[src/hdl/ibuf_macros.svh]
`ifndef IBUF_MACROS_SVH
`define IBUF_MACROS_SVH

//////////////////////////////////////////////////
// instruction buffer sizing
//////////////////////////////////////////////////

// warps sharing the issue stage
`define IBUF_NUM_WARPS 4

// entries held per warp
`define IBUF_DEPTH 2

// free operand collector slots out of reset
`define IBUF_OC_CREDITS 4

`endif

[src/hdl/ibufPkg.sv]
`include "ibuf_macros.svh"

package ibufPkg;

    //////////////////////////////////////////////////
    // identifiers
    //////////////////////////////////////////////////

    // warp index
    typedef logic [$clog2(`IBUF_NUM_WARPS)-1:0] warpId_t;

    // architectural register number
    typedef logic [4:0] regId_t;

    //////////////////////////////////////////////////
    // buffered instruction
    //////////////////////////////////////////////////

    // word plus three register fields and the exit flag in 48 bits
    typedef struct packed {
        logic [31:0] instr;
        regId_t      dst;
        regId_t      src1;
        regId_t      src2;
        logic        isExit;
    } ibufEntry_t;

endpackage

[src/hdl/ibufWarp.sv]
`timescale 1ns/10ps
`include "ibuf_macros.svh"

module ibufWarp (
    input  logic                clk,
    input  logic                rstN,

    // write side already qualified by warp
    input  logic                wrEn,
    input  ibufPkg::ibufEntry_t wrEntry,

    // read side toward the arbiter
    input  logic                pop,
    output logic                headValid,
    output logic                headExit,
    output ibufPkg::ibufEntry_t headEntry,

    // request more work from fetch
    output logic                fetchReq
);

    localparam int ptrW = $clog2(`IBUF_DEPTH);
    localparam int cntW = $clog2(`IBUF_DEPTH + 1);

    ibufPkg::ibufEntry_t mem [`IBUF_DEPTH];

    logic [ptrW-1:0] wrPtr;
    logic [ptrW-1:0] rdPtr;
    logic [cntW-1:0] count;
    logic            exited;
    logic            full;
    logic            push;
    logic            popOk;

    // circular pointer advance
    function automatic logic [ptrW-1:0] nextPtr(input logic [ptrW-1:0] p);
        logic [ptrW-1:0] n;
        if (p == ptrW'(`IBUF_DEPTH - 1)) begin
            n = '0;
        end else begin
            n = p + 1'b1;
        end
        return n;
    endfunction

    //////////////////////////////////////////////////
    // status
    //////////////////////////////////////////////////

    assign full      = (count == cntW'(`IBUF_DEPTH));
    assign headValid = (count != '0);
    assign headEntry = mem[rdPtr];
    assign headExit  = headValid && headEntry.isExit;

    // writes into a full FIFO are dropped
    assign push  = wrEn && !full;
    assign popOk = pop && headValid;

    // an exited warp never asks for more instructions
    assign fetchReq = !full && !exited;

    //////////////////////////////////////////////////
    // storage
    //////////////////////////////////////////////////

    always_ff @(posedge clk) begin
        if (push) begin
            mem[wrPtr] <= wrEntry;
        end
    end

    //////////////////////////////////////////////////
    // pointers, count and exit state
    //////////////////////////////////////////////////

    always_ff @(posedge clk) begin
        if (!rstN) begin
            wrPtr  <= '0;
            rdPtr  <= '0;
            count  <= '0;
            exited <= 1'b0;
        end else begin
            if (push) begin
                wrPtr <= nextPtr(wrPtr);
            end
            if (popOk) begin
                rdPtr <= nextPtr(rdPtr);
            end

            case ({push, popOk})
                2'b10:   count <= count + 1'b1;
                2'b01:   count <= count - 1'b1;
                default: count <= count;
            endcase

            // sticky until reset
            if (popOk && headEntry.isExit) begin
                exited <= 1'b1;
            end
        end
    end

endmodule

[config.mk]
export PLATFORM = sky130hd
export DESIGN_NAME = ibufWarp
export DESIGN_NICKNAME = d
export VERILOG_FILES = /design/src/hdl/ibufPkg.sv /design/src/hdl/ibufWarp.sv
export VERILOG_INCLUDE_DIRS = /design/src /design/src/hdl
export SDC_FILE = /design/constraint.sdc
export NUM_CORES = 1
export LEC_CHECK = 0
export BUFFER_PORTS_ARGS = -buffer_cell sky130_fd_sc_hd__clkbuf_2
export CORE_MARGIN = 1
export CORE_UTILIZATION = 49
export DETAILED_ROUTE_END_ITERATION = 16
export PLACE_DENSITY_LB_ADDON = 0.15
export RECOVER_POWER = 100
export SYNTH_ARGS = -nofsm -noshare
export SYNTH_HDL_FRONTEND = slang
export SYNTH_SLANG_ARGS = --single-unit
[constraint.sdc]
create_clock -name clk -period 3.99 [get_ports clk]
set_clock_uncertainty 0.15 [all_clocks]
set_input_delay 0.399 -clock clk [delete_from_list [all_inputs] [get_ports clk]]
set_output_delay 0.399 -clock clk [all_outputs]
set_load 0.03 [all_outputs]
# Word level (Yosys, flattened, before mapping)
# Memories as Yosys holds them, arrays and structs flattened. A register that Yosys moved wholly into a read port is not among the register bits.
# Index checks and enable logic that the tools add are counted.
# totals
n_memories	1
output_inout_bits	51
elab_cells	28
mem_bits_rw	96
in_bits	52
ff_bits	5
# op_classes
addsub	4
reduce_logical	9
eq_ne	3
muxes	7
# memory_table
name	words	word_bits	read_ports	rd_ports_with_merged_regs	write_ports	line_no	rtl
mem	2	48	1	1	1	ibufWarp.sv:25	ibufPkg::ibufEntry_t mem [`IBUF_DEPTH];
# op_table
op	count
$mux W1	6
$logic_and A1 B1 Y1	5
$eq A2 B2 Y1 const B	2
$pmux W2 S2	1
$reduce_bool A2 Y1	2
$add A1 B1 Y1 const B	2
$add A2 B1 Y2 const B	1
$eq A2 B1 Y1 const B	1
$logic_not A1 Y1	2
$sub A2 B1 Y2 const B	1

# Longest topological paths before layout
# logic_depth
depth_word	5
mapped_depth	6
depth_no_buf	6

# Worst setup path after synthesis
# No wires, ideal clock.
# synth_path
path_kind	register -> register
startpoint	register count[0]
endpoint	memory mem[0][0] (netlist bit), enable pin
setup_ns	0.402
arrival_time_ns	1.736
period_less_slack_ns	2.288
t_required_ns	3.438
path_buffers	0
setup_slack_ns	1.702
stages_incl_launch_ff	4
cell_sequence	dfxtp_1 nor2b_1 or3_1 inv_1
# synth_via
elab_chain_cells	5
# synth_rtl
item	line_no	rtl
start, declared	ibufWarp.sv:29	logic [cntW-1:0] count;
start signal, assigned	ibufWarp.sv:91	2'b10: count <= count + 1'b1;
start signal, assigned	ibufWarp.sv:92	2'b01: count <= count - 1'b1;
start signal, assigned	ibufWarp.sv:93	default: count <= count;
$eq A2 B2 Y1	ibufWarp.sv:50	assign full = (count == cntW'(`IBUF_DEPTH));
$logic_not A1 Y1	ibufWarp.sv:56	assign push = wrEn && !full;
$logic_and A1 B1 Y1	ibufWarp.sv:56	
$mux W1	ibufWarp.sv:67	if (push) begin
$mux W1 (implied by the code)	ibufWarp.sv:68	mem[wrPtr] <= wrEntry;
end, declared	ibufWarp.sv:25	
# No other way between the ends.

==> reports/metrics.yaml <==
status:
  status: "finished, violations left"
  violations: "max-capacitance violations, max-slew violations"
floorplan:
  dieArea_um2: 7980
  dieWidth_um: 89.3
  die_h_um: 89.3
  start_util: 0.510
  num_rows: 31
  ios: 103
  core_um2: 7330
grt:
  met3_usage: 0.0434
  grt-busiest-layer: "met2"
  grt_pass1_wl_mm: 9.07
  grt_pass1_vias: 1893
  grt_max_degree: 49
  grt-ovfl-total: 0
  groute.usage.overall: 0.158
  grt_antenna_before_repair: 0
  use_met1: 0.188
  met2_usage: 0.271
route:
  detail-route-antenna-nets: 0
  drt_pass1_iterations: 4
  dr_total_vias: 1941
  wl_mm: 6.10
  routedWlPerCell_um: 15.4
  drc: 0
  drt_iter0_drc: 68
  drt-vias-per-instance: 4.91
setup_path:
  cp-end-kind: "output port"
  cp.arrival_ns: 2.66
  cp_slowest_cell: "dfxtp_1"
  cp.required_ns: 3.44
  critPathKind: "reg -> out"
  critical_path.max_fanout: 32
  startpoint_type: "flop"
  crit_chain: "buf_4 -> mux2_2 -> clkbuf_2"
  cp_slowest_stage_delay_ns: 1.32
clock_tree:
  cts_tree: "done"
  ctsHtreeMaxLevel: 3
  cts.sinks: 102
  ctsHoldBuffers: 0
  cts_root_buf: "clkbuf_8"
  clk_path_buf_depth: 2
  clock_latency_ns: 0.33
  cts_setup_buffers: 0
  clk_pin_slew_ns: 0.09
  post_cts_resized: 0
  cts_buffers: 9
sta:
  tightest_slew_ns: 1.91
  tns_ns: 0
  max_freq_mhz: 311
  setup_viol: 0
  finalMaxSlewViolations: 49
  rsz0062_at_grt: "false"
  hold_viol_final: 0
  max_slew_margin: -0.277
  min_period_ns: 3.21
  fin_crit_sh: 0.805
  fin_ws_ns: 0.778
  fin_hold_ws_ns: 0.0898
synth:
  yosys-top-cells-area: "edfxtp_1 77%, mux2_2 14%, dfxtp_1 3.2%, xnor2_1 0.70%, and2_1 0.67%"
  syn_avg_cell_area_um2: 20.5
  synth-edff-count: 96
  synth-main-ff-cell: "edfxtp_1"
  synth_cell_types: 21
  synthCells: 182
  synth_top_area_cell: "edfxtp_1"
  yosys_warnings: 0
  async_flop_share: 0
  ys_seq_area_frac: 0.803
  synth.top_cell.area_share: 0.771
  syn_area_um2: 3740
  synth_nets: 235
  synth_seq_cells: 102
placement:
  portBuffers: 102
  post-place-ws_ns: 1.62
  dp_hpwl_mm: 4.01
  routabilityCongestion: 0.663
  place_inst: 380
finish:
  nFillCells: 610
  final_cells: 395
  regArea_um2: 3000
  multi_input_area_um2: 689
  finalNetCount: 345
  post-route-util: 0.611
  insertedDiodeCount: 0
  drive_gt1_frac: 0.334
  area_growth_pct: 19.9
power:
  power.leakage_nw: 1.55
  p_per_area_nw_per_um2: 691
  peakVddDrop_v: 0.000622
worst_hold_path:
  hp-class: "in -> reg"
job:
  maxCapViolations: 1
path summary, 6_finish.rpt:
path	start	endpoint	slack, ns	cells past startpoint
setup / recovery	flop	headEntry[36]	0.78	3
hold / removal	wrEntry[3]	mem[0][3]$_DFFE_PP_	0.09	1
setup reg to reg	count[0]$_SDFFE_PN0P_	mem[0][19]$_DFFE_PP_	1.14	3
hold reg to reg	exited$_SDFFE_PN0P_	exited$_SDFFE_PN0P_	0.34	1
cells in the mapped netlist, types with 2 or more instances:
cell type and count:
and2_1 4, buf_2 3, buf_4 2, dfxtp_1 6
edfxtp_1 96, inv_1 4, mux2_2 47, nor2_1 2
o21ai_0 3, or3_1 2, xnor2_1 3
power by group:
| group | switching [mW] | total, mW | internal, mW |
|---|---|---|---|
| logic | 0.645 | 0.979 | 0.334 |
| clock network | 0.315 | 0.665 | 0.350 |
| registers | 0.0945 | 1.45 | 1.36 |
| total | 1.05 | 3.09 | 2.04 |
registers in the layout, summed over array words and instances (netlist names), named ones only:
name	cells
count	2
exited	1
mem	96
wrPtr	1
rdPtr	1
layout make-up:
type,count,area share
Clock buffer,11,0.0293
Clock inverter,4,0.0162
Inverter,4,0.00335
Multi-Input combinational cell,71,0.154
Sequential cell,102,0.670
Tap cell,99,0.0277
Timing Repair Buffer,104,0.0992
metal layers:
| metal | routed length (µm) | part of all wire |
|---|---|---|
| met1 | 2600 | 0.43 |
| met2 | 3130 | 0.51 |
| met3 | 259 | 0.042 |
| met4 | 112 | 0.018 |
| met5 | 0 | 0 |
through the flow:
step                cell area [µm²]  power (mW)
global route                   4480        3.24
detailed placement             4360        2.51
finish                         4480        3.09
global placement               4360        2.49
CTS                            4560        3.17
floorplan                      3740        2.22
cells in the final DEF, fill, tap and decap left out:
cell / n
clkinv_1: 1
dfxtp_1: 6
o21a_1: 1
clkbuf_1: 67
edfxtp_1: 96
nor2b_1: 1
or3_1: 2
or2_2: 1
bufinv_16: 2
clkbuf_8: 9
and2_0: 3
nor2_1: 2
clkbuf_2: 37
and2_1: 1
nand2_1: 1
inv_1: 4
and3_1: 1
ha_1: 1
a21boi_0: 2
buf_4: 2
mux2_2: 47
mux2i_1: 1
xnor2_1: 3
o21ai_0: 3
clkinv_4: 1
nand2b_1: 1
cell families after synthesis:
logic type      after synthesis  share of synthesized area
compound gates                6                     0.0100
xor+xnor                      3                    0.00703
mux                          48                      0.144
simple gates                 13                     0.0198
buf+inv                       9                     0.0120
flops                       102                      0.803
fa+ha+maj                     1                    0.00335
worst max-delay path: cells and delay by family, from the launching register on:
family / cells / cell delay [ns]
multiplexers: 1 / 0.38
flip-flops: 1 / 1.32
buffers and inverters: 2 / 0.61
No activity file was read; power rests on OpenSTA's default activity.
